`config.mk`:
```
export PLATFORM = sky130hd
export DESIGN_NAME = ppu_reg_port
export DESIGN_NICKNAME = d
export VERILOG_FILES = /design/src/rtl/ppu_mem_pkg.sv /design/src/rtl/ppu_reg_port.sv
export VERILOG_INCLUDE_DIRS = /design/src /design/src/rtl
export SDC_FILE = /design/constraint.sdc
export NUM_CORES = 1
export LEC_CHECK = 0
export BUFFER_PORTS_ARGS = -buffer_cell sky130_fd_sc_hd__buf_2
export CORE_MARGIN = 10
export CORE_UTILIZATION = 25
export CTS_BUF_LIST = sky130_fd_sc_hd__clkbuf_8
export DETAILED_ROUTE_END_ITERATION = 8
export PLACE_DENSITY_LB_ADDON = 0.25
export SLEW_MARGIN = 20
export SYNTH_ARGS = -nofsm -noshare
export SYNTH_HDL_FRONTEND = slang
export SYNTH_SLANG_ARGS = --single-unit
```
`constraint.sdc`:
```
create_clock -name clk -period 5.1 [get_ports clk]
set_input_delay 0.765 -clock clk [delete_from_list [all_inputs] [get_ports clk]]
set_output_delay 0.765 -clock clk [all_outputs]
set_load 0.05 [all_outputs]
```
`src/rtl/ppu_mem_params.svh`:
```
`ifndef PPU_MEM_PARAMS_SVH
`define PPU_MEM_PARAMS_SVH

// Address widths of the PPU memory side

// Full PPU address space, 0000 to 3FFF
`define PPU_ADDR_WIDTH 14

// Pattern store, 8 KB
`define CHR_WIDTH 13

// Nametable VRAM, 2 KB (two physical tables)
`define VRAM_WIDTH 11

// Palette RAM, 32 bytes
`define PAL_WIDTH 5

// Sprite attribute memory, 64 sprites of 4 bytes
`define OAM_WIDTH 8

`endif

```
`src/rtl/ppu_mem_pkg.sv`:
```
`include "ppu_mem_params.svh"

package ppu_mem_pkg;

    // CPU visible PPU register numbers
    typedef enum logic [2:0] {
        REG_CTRL    = 3'd0, // Only bit 2 kept
        REG_OAMADDR = 3'd3,
        REG_OAMDATA = 3'd4,
        REG_ADDR    = 3'd6, // Two writes, high byte first
        REG_DATA    = 3'd7
    } ppu_reg_e;

    typedef struct packed {
        logic       wr;      // Write strobe
        logic       rd;      // Read strobe
        ppu_reg_e   reg_sel;
        logic [7:0] wdata;
    } cpu_req_t;

    // Pattern and nametable view
    typedef struct packed {
        logic [1:0] region;  // 0,1 pattern, 2,3 nametable
        logic [1:0] nt_sel;  // Logical nametable
        logic [9:0] offset;
    } ppu_nt_t;

    // Palette view
    typedef struct packed {
        logic [8:0] page;    // 1F8..1FF is 3F00..3FFF
        logic [4:0] pal_idx;
    } ppu_pal_t;

    typedef union packed {
        logic [`PPU_ADDR_WIDTH-1:0] raw;
        ppu_nt_t                    nt;
        ppu_pal_t                   pal;
    } ppu_addr_u;

    typedef struct packed {
        ppu_addr_u  addr;    // Current VRAM address
        logic [7:0] data;
        logic       we;      // CHR, VRAM or palette write
        logic       oam_we;  // OAM write at oam_addr
    } mem_wr_t;

endpackage

```
`src/rtl/ppu_reg_port.sv`:
```
`include "ppu_mem_params.svh"

module ppu_reg_port import ppu_mem_pkg::*; (
    input  logic                  clk,
    input  logic                  rst_n,
    input  logic                  clk_en,
    input  cpu_req_t              cpu_req,
    output mem_wr_t               mem_acc,
    output logic [`OAM_WIDTH-1:0] oam_addr,
    output logic                  data_rd
);

    logic                       inc_32;      // Control bit 2
    logic                       addr_toggle; // 0 expects high byte
    ppu_addr_u                  vram_addr;
    logic                       wr_ctrl;
    logic                       wr_oamaddr;
    logic                       wr_oamdata;
    logic                       wr_addr;
    logic                       wr_data;
    logic                       data_acc;
    logic [`PPU_ADDR_WIDTH-1:0] addr_step;

    // Strobe decode, qualified by clk_en at the registers
    assign wr_ctrl    = cpu_req.wr && (cpu_req.reg_sel == REG_CTRL);
    assign wr_oamaddr = cpu_req.wr && (cpu_req.reg_sel == REG_OAMADDR);
    assign wr_oamdata = cpu_req.wr && (cpu_req.reg_sel == REG_OAMDATA);
    assign wr_addr    = cpu_req.wr && (cpu_req.reg_sel == REG_ADDR);
    assign wr_data    = cpu_req.wr && (cpu_req.reg_sel == REG_DATA);
    assign data_rd    = cpu_req.rd && (cpu_req.reg_sel == REG_DATA);
    assign data_acc   = wr_data || data_rd;

    assign addr_step = inc_32 ? `PPU_ADDR_WIDTH'd32 : `PPU_ADDR_WIDTH'd1; // Down a column or across

    always_ff @(posedge clk, negedge rst_n) begin
        if (!rst_n) begin
            inc_32      <= 1'b0;
            addr_toggle <= 1'b0;
            vram_addr   <= '0;
            oam_addr    <= '0;
        end else if (clk_en) begin
            if (wr_ctrl) begin
                inc_32 <= cpu_req.wdata[2];
            end

            if (wr_oamaddr) begin
                oam_addr <= cpu_req.wdata;
            end else if (wr_oamdata) begin
                oam_addr <= oam_addr + 1'b1; // Wraps at 256
            end

            if (wr_addr) begin
                addr_toggle <= ~addr_toggle;
                if (!addr_toggle) begin
                    vram_addr.raw[`PPU_ADDR_WIDTH-1:8] <= cpu_req.wdata[`PPU_ADDR_WIDTH-9:0];
                end else begin
                    vram_addr.raw[7:0] <= cpu_req.wdata;
                end
            end else if (data_acc) begin
                // Any REG_DATA access steps the address, 14-bit wrap
                vram_addr.raw <= vram_addr.raw + addr_step;
            end
        end
    end

    // Access at the address as it stands before the edge
    assign mem_acc.addr   = vram_addr;
    assign mem_acc.data   = cpu_req.wdata;
    assign mem_acc.we     = wr_data;
    assign mem_acc.oam_we = wr_oamdata;

endmodule

```
-- Word level (Yosys, flattened, before mapping)
Cells that the tools add are included.
- bits of input ports: 16
- flip-flop bits (word level): 24
- reduce and logical (&&, ||, !) cells: 15
- bitwise operators: 1
- add/sub/neg operators: 2
- multiplexer cells: 7
- equality and inequality tests: 6
- operator list (kind ; number):
    14-bit two-way mux ; 2
    8-bit two-way mux ; 3
    14-bit by 6-bit adder with 14-bit output ; 1
    6-bit two-way mux ; 2
    3-bit == test (second input constant) ; 3
    8-bit by 1-bit adder with 8-bit output (second input constant) ; 1
    1-bit logical AND ; 6
    2-bit AND reduction ; 3
    3-bit AND reduction ; 2
    2-bit inequality test (second input constant) ; 2
    2-bit nonzero test ; 2
    3-bit by 2-bit == test with 1-bit output (second input constant) ; 1
    3-bit logical NOT ; 1
    1-bit logical OR ; 1
    1-bit NOT ; 1

-- Depth between registers and ports, before layout
- depth in word-level cells: 5
- depth in mapped cells: 7

-- Least setup slack after synthesis
No wires, ideal clock.
- path type: in2out
- start: input cpu_req[9] in the netlist's numbering
- end: output data_rd
- stages on the path: 3
- arrival time: 1.628 ns
- path slack: 2.707 ns
- buffers on the path: 1
- path through: buf_4 -> nand2_1 -> nor2_1
- longest elaborated chain between the ends: 2
- RTL lines (what ; RTL line ; RTL):
    start, declared ; ppu_reg_port.sv:7 ; input cpu_req_t cpu_req,
    3-bit == test ; ppu_reg_port.sv:30 ; assign data_rd = cpu_req.rd && (cpu_req.reg_sel == REG_DATA);
    1-bit logical AND ; ppu_reg_port.sv:30 ;
    end, declared ; ppu_reg_port.sv:10 ; output logic data_rd
No other way between the ends.

==> out/metrics.yaml <==
status:
  status: "completed"
setup_path:
  crit_slowest_cell: "buf_2"
  path_cells: "buf_2 -> nand2_1 -> nor3_1 -> buf_2"
  worst-path-buf-inv: 2
  crit_required_ns: 4.34
  crit_family: "buffers and inverters"
  cpMostUsedCell: "buf_2"
  crit_path_start_kind: "input pin"
  cp.arrival_ns: 1.47
  worstSetupPathType: "input pin to output pin"
  crit_fanout: 10
  crit_path_end_kind: "output pin"
  slowest_delay_ns: 0.29
global_routing:
  grt_max_degree: 25
  grtUsageTotal_pct: 9.75
  first_global_vias: 1648
  grt_pass1_wl_um: 8960
  grt_overflow: 0
  antenna_found_initial: 0
synthesis:
  ys_ff_latch: 24
  synth.yosys.seq_area_share_pct: 32.9
  netlist_area_um2: 1820
  synth_edf_count: 0
  ys_types: 53
  ys.flop_type: "dfrtp_1"
  syn_nets: 227
  syn_inst: 207
  async_flop_share_pct: 100
  ys.warnings.count: 0
  synth.avg_cell_area_um2: 8.81
timing:
  hold_viol_final: 0
  fin_crit_sh_pct: 43.8
  fin_skew_ns: 0.00663
  rsz0062_at_grt: "false"
  slew_viol_final: 0
  setup_viol: 0
  fin_tns_setup_ns: 0
  max_clock_freq_mhz: 448
  min_period_ns: 2.23
  tightest_slew_ns: 0.816
  relSlewSlack_pct: 45.3
clock_tree:
  htree_levels: 1
  clkTransAtPathRegs_ns: 0.09
  cts_tree: "built"
  clockBufferDepth: 2
  cts_setup_buffers: 0
  numClockSinks: 24
  clk_latency_ns: 0.27
  cts_made_buffers: 3
  cts_hold_buf: 0
  cts_root_buf: "clkbuf_8"
  cts_resized: 0
routing:
  drc: 0
  wire_per_inst_um: 16.5
  viasPerCell: 5.00
  final_antenna_net_count: 0
  firstDrtPassIters: 6
  dr.first_iter.drc_count: 146
  finalWirelength_um: 5510
  num_vias: 1669
floorplanning:
  die_x_um: 105
  coreArea_um2: 7180
  die_area_um2: 11100
  start_util_pct: 25.4
  num_rows: 31
  ios: 49
  die_y_um: 105
finish:
  fin_area_um2: 2070
  finish.net_count: 256
  final_core_util_pct: 28.9
  num_antenna_cells: 0
  syn_to_final_growth_pct: 13.5
  drive_above_1_share_pct: 28.5
min_path:
  hold_class: "input pin to asynchronous set/reset pin"
pwr:
  vdd_ir_drop_max_mv: 0.135
  p_leak_nw: 0.912
  p_per_area_nw_per_um2: 425
job:
  cap_violations: 0
place:
  gp_routability_congestion: 0.803
  dp_hpwl_um: 4110
  portBuffers: 48
  postPlaceCellArea_um2: 2000
[flip-flops by register name, summed over array words and instances, names as in the netlist]
name	flops
addr_toggle	1
inc_32	1
oam_addr	8
vram_addr	14
[placed cells by master, fill, tap and decap left out, drive strengths merged, types with 5 or more instances in the layout]
cell    count
nand2      22
a211oi      7
nand3       8
o22ai       5
buf        48
o21ai      11
nand4       6
nor2       16
dfrtp      24
inv         6
a21oi      20
and3        6
[worst register-to-register path: stages (launching register included)]
cell	delay, ns
dfrtp_1	0.41
ha_1	0.34
and3_1	0.22
a41o_1	0.35
a31o_2	0.27
a211oi_1	0.27
[power by group]
group	leakage (nW)	internal [W]	switching [W]	total (W)
combinational	0.569	0.000112	0.000298	0.000410
clock	0.0357	0.000105	0.0000657	0.000171
sequential	0.307	0.000236	0.0000635	0.000300
total	0.912	0.000453	0.000427	0.000881
[area by class of cell]
cell class,count,area (µm²)
fillers,776,5100
well taps,99,124
clock inverters,1,30.0
flip-flops and latches,24,601
multi-input cells,153,1010
repair buffers,48,240
inverters,6,22.5
clock buffers,3,41.3
[worst paths after layout]
kind	startpoint	to	slack (ns)	cells past startpoint
min in group clk	vram_addr[0]	vram_addr[0]	0.54	2
max in group asynchronous	rst_n	vram_addr[5]	4.23	1
max	cpu_req[10]	mem_acc[0]	2.87	4
min	rst_n	oam_addr[7]	0.48	1
min reg2reg	vram_addr[0]	vram_addr[0]	0.54	2
max reg2reg	vram_addr[5]	vram_addr[9]	3.15	5
[through the flow]
step / hold slack [ns] / instances / setup slack, ns / power (W)
after floorplan: 0.469 / 207 / 2.71 / 0.000615
after global placement: 0.509 / 330 / 2.67 / 0.000715
after detailed placement: 0.515 / 330 / 2.63 / 0.000717
after CTS: 0.508 / 334 / 2.88 / 0.000892
after global routing: 0.530 / 334 / 2.78 / 0.000945
final: 0.480 / 334 / 2.87 / 0.000881
[synth_stat cells, types with 2 or more instances]
cell type / instances / area, µm²
o21ai_0: 11 / 55.1
a311oi_1: 2 / 17.5
a32oi_1: 2 / 17.5
a21oi_1: 18 / 90.1
a211oi_1: 6 / 45.0
a31oi_1: 2 / 12.5
and4_1: 3 / 26.3
nand2_1: 22 / 82.6
clkbuf_1: 3 / 11.3
a2bb2oi_2: 2 / 30.0
nor3b_1: 2 / 15.0
nand4_1: 6 / 37.5
nand3_1: 8 / 40.0
or3_1: 2 / 12.5
o211ai_1: 3 / 22.5
mux2i_1: 3 / 30.0
a21boi_2: 2 / 22.5
dfrtp_1: 24 / 601
and3_1: 5 / 31.3
nor2_1: 16 / 60.1
o22ai_1: 5 / 31.3
a21o_1: 2 / 15.0
a31o_2: 2 / 17.5
ha_1: 4 / 50.1
buf_6: 5 / 56.3
buf_4: 13 / 97.6
o32ai_1: 3 / 26.3
inv_1: 6 / 22.5
[logic make-up (layout without fill, tap and decap cells)]
family,after synthesis,count (layout),synth area share [%]
AND/OR/NAND/NOR,75,75,22.4
multiplexers,3,3,1.65
flip-flops,24,24,32.9
buffers and inverters,30,58,11.6
AO/OA/AOI/OAI,71,71,28.7
adder cells (fa/ha/maj),4,4,2.74
[routing by layer]
layer | wire length, µm | vias up | global-route usage, %
met5 | 0 | - | 0
met4 | 34 | 0 | 2.65
met3 | 373 | 2 | 2.62
met2 | 2690 | 53 | 16.3
met1 | 2400 | 784 | 12.0
li1 | - | 830 | -
No activity file was read; power rests on OpenSTA's default activity.
