## src/rtl/ppu_mem_params.svh

```systemverilog
`ifndef PPU_MEM_PARAMS_SVH
`define PPU_MEM_PARAMS_SVH

// Address widths of the PPU memory side

// Full PPU address space, 0000 to 3FFF
`define PPU_ADDR_WIDTH 14

// Pattern store, 8 KB
`define CHR_WIDTH 13

// Nametable VRAM, 2 KB (two physical tables)
`define VRAM_WIDTH 11

// Palette RAM, 32 bytes
`define PAL_WIDTH 5

// Sprite attribute memory, 64 sprites of 4 bytes
`define OAM_WIDTH 8

`endif

```

## src/rtl/ppu_mem_pkg.sv

```systemverilog
`include "ppu_mem_params.svh"

package ppu_mem_pkg;

    // CPU visible PPU register numbers
    typedef enum logic [2:0] {
        REG_CTRL    = 3'd0, // Only bit 2 kept
        REG_OAMADDR = 3'd3,
        REG_OAMDATA = 3'd4,
        REG_ADDR    = 3'd6, // Two writes, high byte first
        REG_DATA    = 3'd7
    } ppu_reg_e;

    typedef struct packed {
        logic       wr;      // Write strobe
        logic       rd;      // Read strobe
        ppu_reg_e   reg_sel;
        logic [7:0] wdata;
    } cpu_req_t;

    // Pattern and nametable view
    typedef struct packed {
        logic [1:0] region;  // 0,1 pattern, 2,3 nametable
        logic [1:0] nt_sel;  // Logical nametable
        logic [9:0] offset;
    } ppu_nt_t;

    // Palette view
    typedef struct packed {
        logic [8:0] page;    // 1F8..1FF is 3F00..3FFF
        logic [4:0] pal_idx;
    } ppu_pal_t;

    typedef union packed {
        logic [`PPU_ADDR_WIDTH-1:0] raw;
        ppu_nt_t                    nt;
        ppu_pal_t                   pal;
    } ppu_addr_u;

    typedef struct packed {
        ppu_addr_u  addr;    // Current VRAM address
        logic [7:0] data;
        logic       we;      // CHR, VRAM or palette write
        logic       oam_we;  // OAM write at oam_addr
    } mem_wr_t;

endpackage

```

## src/rtl/ppu_read_port.sv

```systemverilog
module ppu_read_port import ppu_mem_pkg::*; (
    input  logic       clk,
    input  logic       rst_n,
    input  logic       clk_en,
    input  cpu_req_t   cpu_req,
    input  mem_wr_t    mem_acc,
    input  logic       data_rd,      // REG_DATA read this cycle
    input  logic [7:0] cpu_mem_data, // Mapped byte at current address
    input  logic [7:0] oam_data,
    output logic [7:0] cpu_rdata
);

    logic [7:0] rd_buf;
    logic       is_pal;

    assign is_pal = (mem_acc.addr.pal.page[8:3] == 6'h3F);

    // Buffer takes the byte at the old address as the address steps
    always_ff @(posedge clk, negedge rst_n) begin
        if (!rst_n) begin
            rd_buf <= 8'h00;
        end else if (clk_en && data_rd && !is_pal) begin
            rd_buf <= cpu_mem_data;
        end
    end

    always_comb begin
        cpu_rdata = 8'h00;
        if (cpu_req.rd) begin
            case (cpu_req.reg_sel)
                REG_DATA:    cpu_rdata = is_pal ? cpu_mem_data : rd_buf; // Palette skips the buffer
                REG_OAMDATA: cpu_rdata = oam_data;
                default:     cpu_rdata = 8'h00;
            endcase
        end
    end

endmodule

```

## config.mk

```make
export PLATFORM = sky130hd
export DESIGN_NAME = ppu_read_port
export DESIGN_NICKNAME = d
export VERILOG_FILES = /design/src/rtl/ppu_mem_pkg.sv /design/src/rtl/ppu_read_port.sv
export VERILOG_INCLUDE_DIRS = /design/src /design/src/rtl
export SDC_FILE = /design/constraint.sdc
export NUM_CORES = 1
export LEC_CHECK = 0
export ABC_AREA = 1
export BUFFER_PORTS_ARGS = -buffer_cell sky130_fd_sc_hd__buf_2
export CORE_ASPECT_RATIO = 0.8
export CORE_MARGIN = 8
export CORE_UTILIZATION = 34
export DETAILED_ROUTE_END_ITERATION = 8
export PLACE_DENSITY = 0.81
export SYNTH_ARGS = -nofsm -noshare
export SYNTH_HDL_FRONTEND = slang
export SYNTH_SLANG_ARGS = --single-unit
```

## constraint.sdc

```tcl
create_clock -name clk -period 1.1 [get_ports clk]
set_input_delay 0.22 -clock clk [delete_from_list [all_inputs] [get_ports clk]]
set_output_delay 0.22 -clock clk [all_outputs]
set_load 0.03 [all_outputs]
```

# Yosys cells after proc, flatten, opt, wreduce, memory -nomap -nowiden
# Cells that the tools add are included.
[classes]
n_eq_ne = 3
n_mux = 3
n_reduce_logical = 3
[ops]
columns = ["cell", "n"]
rows = [
  ["8-bit two-way mux", 2],
  ["8-bit one-hot mux with 2 select lines", 1],
  ["3-bit == test (second input constant)", 2],
  ["6-bit == test (second input constant)", 1],
  ["1-bit logical AND", 2],
  ["1-bit logical NOT", 1],
]
[totals]
ff_bits = 8
out_inout_bits = 8
wordCells = 10

# Longest topological paths before layout
# Gate-level depths: netlist of run 1.
[logic_depth]
ltp_word = 4
depth_mapped = 7
depth_no_buf = 6

# Worst setup path before layout of run 1
# Ideal clock, no wire load.
[synth_timing]
path_type = "in2out"
startpoint = "in cpu_req[10] (netlist bit)"
endpoint = "out cpu_rdata[0]"
arrival_ps = 1180
setup_slack_ps = -300
stages = 4
path_buffers = 0
cell_sequence = "inv_1 -> nor2_1 -> nand3_1 -> a21oi_1"
[synth_between]
elab_chain_len = 3
elab_cells_between_ends = 4
classes_between = "eq/ne: 2; mux: 2"
[synth_lines]
columns = ["item", "line_no", "text"]
rows = [
  ["start: declaration", "ppu_read_port.sv:5", "input cpu_req_t cpu_req,"],
  ["3-bit == test", "ppu_read_port.sv:30", "case (cpu_req.reg_sel)"],
  ["8-bit one-hot mux with 2 select lines *", "ppu_read_port.sv:30", ""],
  ["8-bit two-way mux *", "ppu_read_port.sv:29", "if (cpu_req.rd) begin"],
  ["end: declaration", "ppu_read_port.sv:10", "output logic [7:0] cpu_rdata"],
]
# Mark *: on every way between the ends. The rest lies on a longest branch, timed or not.

# Worst setup path after layout of run 1
[layout_timing]
startpoint = "reg rd_buf[6]"
endpoint = "out cpu_rdata[6]"
[layout_between]
elab_chain_len = 3
[layout_lines]
columns = ["item", "line_no", "text"]
rows = [
  ["start: declaration", "ppu_read_port.sv:13", "logic [7:0] rd_buf;"],
  ["start signal: assignment", "ppu_read_port.sv:23", "rd_buf <= cpu_mem_data;"],
  ["8-bit two-way mux", "ppu_read_port.sv:31", "REG_DATA: cpu_rdata = is_pal ? cpu_mem_data : rd_buf;"],
  ["8-bit one-hot mux with 2 select lines", "ppu_read_port.sv:30", ""],
  ["8-bit two-way mux", "ppu_read_port.sv:29", ""],
]
# No other way between the ends.

==> results of run 1 <==
where the power goes:
| part | internal (mW) | leakage [nW] | total (mW) | switching, mW |
|---|---|---|---|---|
| logic | 0.211 | 0.545 | 0.438 | 0.227 |
| registers | 0.333 | 0.0990 | 0.358 | 0.0253 |
| clock network | 0.125 | 0.0138 | 0.230 | 0.105 |
cell type report:
type                       instances  area, sq um  share of cell area (%)
tap                               24        30.03                   2.196
sequential                         8        200.2                   14.64
clock buffer                       3        22.52                   1.647
multi-input combinational         66        588.1                   43.00
timing repair buffer              59        452.9                   33.12
inverter                          19        73.82                   5.398
cells in the mapped netlist:
library cell  number  area [sq um]
nor2_8             1         20.02
nor3_2             1         10.01
o21ai_1            6         30.03
dfrtp_1            8         200.2
o21ai_2            2         17.52
nand2_4            1         11.26
a21oi_1            8         40.04
nand2_2            4         25.02
nand3_4            1         17.52
inv_1             18         67.56
nand3_1           16         80.08
nand2_1           24         90.09
nor2_1             1         3.750
inv_2              1         3.750
buf_8              1         15.01
worst paths after layout:
check | start | end | slack [ps] | depth (start not counted)
setup / recovery | rd_buf[6] | cpu_rdata[6] | -240 | 5
hold / removal | cpu_mem_data[2] | rd_buf[2] | 260 | 3
setup reg to reg | rd_buf[4] | rd_buf[4] | 240 | 4
hold reg to reg | rd_buf[5] | rd_buf[5] | 520 | 2
max in group asynchronous | rst_n | rd_buf[1] | 600 | 2
min in group asynchronous | rst_n | rd_buf[6] | 330 | 2
critical path: stages (launching register included):
cell,delay (ps)
dfrtp_1,350
inv_1,70
nand2_2,80
nand3_2,90
a21oi_4,130
buf_6,140
routing by layer:
metal / vias to the layer above / global-route usage (%) / part of all wire, %
li1: 424 / - / -
met1: 384 / 15.28 / 40
met2: 36 / 26.62 / 52
met3: 0 / 7.157 / 8.3
met4: 0 / 2.166 / 0
met5: - / 0 / 0
kinds of logic (layout without fill, tap and decap cells):
kind of cell | count (synthesis) | in the layout | synth area share, %
AOI/OAI and AO/OA | 16 | 16 | 13.86
buffers and inverters | 20 | 81 | 13.66
and+or+nand+nor | 49 | 50 | 40.79
DFF | 8 | 8 | 31.68
what timing repair did:
action,in CTS,in global routing
setup endpoints to repair,8,8
pin swaps,7,6
resized for setup,30,4
gates cloned,1,0
hold buffers,1,0
setup buffers,6,3
hold endpoints to repair,8,0
==> flow_summary.yaml, run 1 <==
power:
  ir_drop_v: 0.0007165
  power_leakage_nw: 0.6576
  power.density_nw_per_um2: 750.5
  power_mw: 1.026
clocking:
  clk-insertion-delay-late_ps: 260
  cts_max_path_buffers: 2
  cts_sinks: 8
  ctsHtreeMaxLevel: 1
  cts_tree: "yes"
  worst_setup_hold_path_clk_slew_ps: 50
  cts-root-buf: "clkbuf_4"
  numCtsBuffers: 3
worst_setup_path:
  crit_type: "reg -> out"
  arrival_ps: 1120
  cp.required_ps: 880
  cp_max_fo: 2
  crit_path_start_kind: "register"
  worstSetupEndpointType: "output port"
timing:
  worst_slack_ps: -242.0
  slew_violations: 0
  timing.final.crit_share_pct: 122.0
  clock_skew_ps: 0
  setup_viol_count_final: 8
  fmaxAchievable_mhz: 745.2
  fin_tns_setup_ps: -1676
  period_minus_slack_ps: 1342
  final_hold_viol_count: 0
  tightestPinTransition_ps: 211.2
  slew_headroom_pct: 85.92
  fin_hold_ws_ps: 262.4
  rsz0062_at_grt: "yes"
routing:
  wl_per_cell_um: 14.08
  vias: 844
  first_pass_iters: 4
  routed_wl_mm: 2.520
  drt_first_iter_violations: 24
  drc_errors: 0
  drtAntennaViolNets: 0
  drt-vias-per-instance: 4.715
logic_synthesis:
  synth_cell_type_count: 15
  synth_area_sq_um: 631.9
  ys_ff_latch: 8
  syn_nets: 150
  syn_inst: 93
  synth_warnings: 0
  avgSynthCellArea_sq_um: 6.794
  ys_seq_area_share_pct: 31.68
run:
  max-cap-violations: 0
outcome:
  violations: "negative setup slack"
  outcome: "finished with violations"
layout:
  finalCoreUtilization_pct: 75.07
  largest-register: "rd_buf"
  design_area_sq_um: 1368
  final_cells: 179
  n_antenna_cell: 0
  layout_common_cells: "buf_2 (25), buf_4 (19), inv_1 (16)"
  reg_top3: "rd_buf (8)"
  final_common_cell: "buf_2"
  areaGrowthSynthToFinish_pct: 116.4
  layout-drive-gt1-share_pct: 69.03
  fill_cells: 131
  largest_register_ffs: 8
  fin_nets: 214
floorplan:
  die_w_um: 64.20
  core_area_sq_um: 1822
  start_util_pct: 34.68
  die_y_um: 54.56
  io_pins: 65
  placementRows: 14
  die-area_sq_um: 3502
global_routing:
  grt_max_degree: 17
  antenna_found_initial: 0
  grt_first_pass_wirelength_mm: 3.919
  grt_remaining_overflow: 0
  grt_util_all_layers_pct: 14.45
  grt_pass1_vias: 905
placement:
  io_buffers: 37
  placed_cell_area_sq_um: 1126
  place_ws_ps: -374.5
  dpl.cell_count: 165
  gp_congestion: 0.8067
  place_hpwl_mm: 1.840
worst_hold_path:
  hold_class: "in -> reg"
No activity file was read; power rests on OpenSTA's default activity.
==> inputs of run 2 (changes only) <==
--- a/config.mk
+++ b/config.mk
@@ -8,8 +8,7 @@
 export LEC_CHECK = 0
 export ABC_AREA = 1
 export BUFFER_PORTS_ARGS = -buffer_cell sky130_fd_sc_hd__buf_2
-export CORE_ASPECT_RATIO = 0.8
-export CORE_MARGIN = 8
+export CORE_MARGIN = 3
 export CORE_UTILIZATION = 34
 export DETAILED_ROUTE_END_ITERATION = 8
 export PLACE_DENSITY = 0.81
==> run 2 against run 1 <==
Net effect: the run still ends with negative setup slack left; sequential share of layout area up 1.2 points; worst setup slack better by 36 ps; cell count down 2.8%; sequential power about the same; largest power group unchanged; clock power down 4%; critical endpoint is now cpu_rdata[2]; power down 5.7%; combinational power down 11%; die area down 31%; design area down 7.8%.
==> flow_summary.yaml, run 2 (synthesized netlist as in run 1, its figures left out) <==
outcome:
  outcome: "finished with violations"
  violations: "negative setup slack"
routing:
  vias: 788
  first_pass_iters: 4
  drt_first_iter_violations: 8
  drt-vias-per-instance: 4.529
  drc_errors: 0
  routed_wl_mm: 1.818
  wl_per_cell_um: 10.45
  drtAntennaViolNets: 0
global_routing:
  grt_remaining_overflow: 0
  grt_util_all_layers_pct: 17.20
  grt_max_degree: 17
  grt_pass1_vias: 789
  grt_first_pass_wirelength_mm: 3.298
  antenna_found_initial: 0
timing:
  slew_headroom_pct: 81.75
  setup_viol_count_final: 8
  timing.final.crit_share_pct: 118.7
  worst_slack_ps: -205.7
  fmaxAchievable_mhz: 765.9
  period_minus_slack_ps: 1306
  slew_violations: 0
  clock_skew_ps: 0
  tightestPinTransition_ps: 273.1
  final_hold_viol_count: 0
  rsz0062_at_grt: "yes"
  fin_hold_ws_ps: 235.9
  fin_tns_setup_ps: -1563
worst_setup_path:
  cpPeakStageDelay_ps: 360
  r2r_start: "rd_buf[1]"
  worstSetupEndpointType: "output port"
  cp.required_ps: 880
  crit_start: "rd_buf[2]"
  crit_path_start_kind: "register"
  cp_slowest_cell: "dfrtp_1"
  cp_max_fo: 2
  crit_chain: "inv_2, nand2_2, nand3_2, a21oi_4, buf_6"
  arrival_ps: 1090
  crit_type: "reg -> out"
layout:
  fin_nets: 209
  layout-drive-gt1-share_pct: 67.33
  reg_top3: "rd_buf (8)"
  areaGrowthSynthToFinish_pct: 99.60
  final_common_cell: "buf_2"
  layout_common_cells: "buf_2 (26), buf_4 (19), nand2_1 (14)"
  n_antenna_cell: 0
  register_area_sq_um: 200.2
  largest_register_ffs: 8
  design_area_sq_um: 1261
  largest-register: "rd_buf"
  fill_cells: 131
  multi_input_comb_area_sq_um: 541.8
clocking:
  cts_sinks: 8
  ctsHtreeMaxLevel: 1
  cts_max_path_buffers: 2
  cts_tree: "yes"
  numCtsBuffers: 3
  clk-insertion-delay-late_ps: 250
  cts-root-buf: "clkbuf_4"
  worst_setup_hold_path_clk_slew_ps: 50
placement:
  io_buffers: 37
  place_hpwl_mm: 1.500
  place_ws_ps: -313.5
  gp_congestion: 0.8823
  placed_cell_area_sq_um: 1126
floorplan:
  core_area_sq_um: 1629
  die-area_sq_um: 2412
  die_y_um: 49.11
  io_pins: 65
  placementRows: 14
  start_util_pct: 38.79
  die_w_um: 49.11
power:
  power_leakage_nw: 0.6104
  ir_drop_v: 0.0008671
  power.density_nw_per_um2: 767.2
  power_mw: 0.9676
worst_hold_path:
  hp-start: "cpu_mem_data[2]"
  hold_class: "in -> reg"
run:
  max-cap-violations: 0
[run 2: cell count changes in the layout (fill, tap and decap cells not counted), sizes merged]
cell,before,now
buf,58,54
nand2,30,29
[run 2: per-stage QoR]
stage	util, %	cells
finish	77.42	174
global route	77.42	174
CTS	76.50	172
detailed placement	69.12	165
global placement	69.12	165
floorplan	-	93
[run 2: area by class of cell]
type                    instances  share of cell area [%]
multi-input cells              65                   42.96
repair buffers                 55                   31.15
flip-flops and latches          8                   15.87
inverters                      19                   5.853
well taps                      24                   2.381
clock buffers                   3                   1.786
[run 2: routing by layer]
metal / GRT usage (%) / wire length (um) / vias up
met1: 19.03 / 760 / 345
met2: 30.13 / 908 / 31
met3: 7.645 / 149 / 0
met5: 0 / 0 / -
met4: 3.318 / 0 / 0
li1: - / - / 412
[run 2: power breakdown]
group	leakage (nW)	switching, mW	internal [mW]
Clock	0.0138	0.0965	0.125
Sequential	0.0990	0.0249	0.333
Combinational	0.498	0.200	0.188
Total	0.610	0.322	0.646
[run 2: critical path: cells and delay by family, from the launching register on]
kind            cells  cell delay, ps
flops               1             360
buf+inv             2             190
compound gates      1             150
simple gates        2             140
[run 2: repair_timing]
item	in CTS	in global routing
pin swaps	19	0
hold buffers	1	0
resized for setup	24	4
gates cloned	0	0
endpoints found under the setup margin	8	8
endpoints found under the hold margin	8	0
setup buffers	3	2
[run 2: final timing paths]
path	end	slack (ps)	depth (start not counted)
worst min-delay path	rd_buf[2]	240	3
worst max register to register	rd_buf[1]	340	3
worst max-delay path	cpu_rdata[2]	-210	5
min in group asynchronous	rd_buf[0]	330	2
max in group asynchronous	rd_buf[7]	600	2
worst min register to register	rd_buf[6]	510	2
==> inputs of run 3 (changes only) <==
--- a/config.mk
+++ b/config.mk
@@ -9,9 +9,9 @@
 export ABC_AREA = 1
 export BUFFER_PORTS_ARGS = -buffer_cell sky130_fd_sc_hd__buf_2
 export CORE_MARGIN = 3
-export CORE_UTILIZATION = 34
+export CORE_UTILIZATION = 28
 export DETAILED_ROUTE_END_ITERATION = 8
-export PLACE_DENSITY = 0.81
+export PLACE_DENSITY = 0.69
 export SYNTH_ARGS = -nofsm -noshare
 export SYNTH_HDL_FRONTEND = slang
 export SYNTH_SLANG_ARGS = --single-unit
==> run 3 against run 2 <==
Net effect: the flow still finishes with violations (negative setup slack); count of clock-buffer cells in the layout unchanged; largest cell class unchanged; sequential share of layout area decreased by 1.5 points; fmax grew 0.32%.
==> flow_summary.yaml, run 3 (synthesized netlist as in run 1, its figures left out) <==
layout:
  reg_top3: "rd_buf (8)"
  areaGrowthSynthToFinish_pct: 119.8
  layout_common_cells: "buf_2 (25), inv_1 (14), nand2_1 (13), buf_6 (13), buf_4 (13)"
  layout-drive-gt1-share_pct: 68.63
  final_common_cell: "buf_2"
  largest-register: "rd_buf"
  final_cells: 180
  n_antenna_cell: 0
  fin_nets: 212
  largest_register_ffs: 8
worst_setup_path:
  critPathBufInv: 2
  worstSetupEndpointType: "output port"
  cp_max_fo: 2
  crit_type: "reg -> out"
  cpPeakStageDelay_ps: 360
  cp_slowest_cell: "dfrtp_1"
  cpLargestDelayFamily: "flip-flops"
  crit_chain: "inv_2, nand2_2, nand3_2, a21oi_4, buf_6"
  crit_path_start_kind: "register"
  cp.required_ps: 880
  arrival_ps: 1080
global_routing:
  top_usage_layer: "met2"
  antenna_found_initial: 0
  grt_util_all_layers_pct: 16.06
  grtUsageMet3_pct: 3.662
  grtUsageMet2_pct: 31.22
  grt_first_pass_wirelength_mm: 3.374
  grt_max_degree: 17
  grt_remaining_overflow: 0
  globalRouteMet1Util_pct: 15.91
  grt_pass1_vias: 863
outcome:
  outcome: "finished with violations"
  violations: "negative setup slack"
power:
  ir_drop_v: 0.0005027
  power.density_nw_per_um2: 731.0
  power_leakage_nw: 0.6526
routing:
  vias: 859
  drc_errors: 0
  first_pass_iters: 4
  drt-vias-per-instance: 4.772
  wl_per_cell_um: 12.56
  drtAntennaViolNets: 0
  drt_first_iter_violations: 5
  routed_wl_mm: 2.261
clocking:
  numCtsBuffers: 3
  cts-root-buf: "clkbuf_4"
  clk-insertion-delay-late_ps: 250
  ctsHtreeMaxLevel: 1
  cts_max_path_buffers: 2
  cts_sinks: 8
  cts_tree: "yes"
  worst_setup_hold_path_clk_slew_ps: 50
floorplan:
  placementRows: 16
  start_util_pct: 30.94
  core_area_sq_um: 2042
  die_w_um: 53.51
  io_pins: 65
  die-area_sq_um: 2863
  die_y_um: 53.51
timing:
  setup_viol_count_final: 8
  period_minus_slack_ps: 1301
  rsz0062_at_grt: "yes"
  tightestPinTransition_ps: 187.1
  fin_hold_ws_ps: 246.1
  final_hold_viol_count: 0
  fmaxAchievable_mhz: 768.4
  clock_skew_ps: 0
  slew_headroom_pct: 87.53
  slew_violations: 0
  worst_slack_ps: -201.5
  timing.final.crit_share_pct: 118.3
placement:
  dpl.cell_count: 168
  io_buffers: 37
  place_hpwl_mm: 1.588
  gp_congestion: 0.7580
  place_ws_ps: -330.1
worst_hold_path:
  hold_class: "in -> reg"
run:
  max-cap-violations: 0
## run 3: changes by cell type in the layout (fill, tap and decap cells not counted), sizes merged
cell    previous run  this run
nand2             29        30
nand3             17        18
clkinv             0         1
## run 3: timing repair
item	in CTS	in global routing
pin swaps	5	11
endpoints found under the hold margin	8	0
setup endpoints to repair	8	12
gates cloned	0	3
setup buffers	4	3
gates resized for setup	22	22
hold buffers	1	0
## run 3: cell type report
cell class	count	area [sq um]
fill	165	653.1
timing repair inverter	1	8.758
multi-input combinational	67	613.1
inverter	19	76.32
sequential	8	200.2
tap	27	33.78
timing repair buffer	55	434.2
clock buffer	3	22.52
## run 3: path summary, 6_finish.rpt
kind	to	cells past startpoint	startpoint	slack [ps]
setup reg to reg	rd_buf[2]	3	rd_buf[2]	350
hold reg to reg	rd_buf[6]	2	rd_buf[6]	500
max in group asynchronous	rd_buf[4]	2	rst_n	600
setup / recovery	cpu_rdata[5]	5	rd_buf[5]	-200
hold / removal	rd_buf[2]	3	cpu_mem_data[2]	250
min in group asynchronous	rd_buf[6]	2	rst_n	330
## run 3: worst register-to-register path, cell delays in order, from the launching register on
cell,delay [ps]
dfrtp_1,390
buf_4,150
nand2_2,50
o21ai_1,50
## run 3: power by group
group / switching [mW] / leakage [nW] / internal [mW]
logic: 0.229 / 0.540 / 0.203
clock network: 0.101 / 0.0138 / 0.125
registers: 0.0248 / 0.0990 / 0.333
total: 0.355 / 0.653 / 0.660
## run 3: per-layer routing
layer / up-vias / part of all wire (%)
met5: - / 0
met4: 0 / 1.0
met3: 4 / 6.9
met2: 34 / 54
met1: 399 / 38
li1: 422 / -
## run 3: stage by stage
stage          power [mW]  utilization (%)  area [sq um]  setup TNS [ps]
6_report            1.015            68.01          1389           -1556
5_1_grt             1.078            68.01          1389           -1897
4_1_cts            0.9631            62.25          1271           -1628
3_5_place_dp       0.7022            55.33          1130           -3513
3_3_place_gp       0.6913            55.33          1130           -3052
2_1_floorplan      0.5612                -         823.3          -616.6
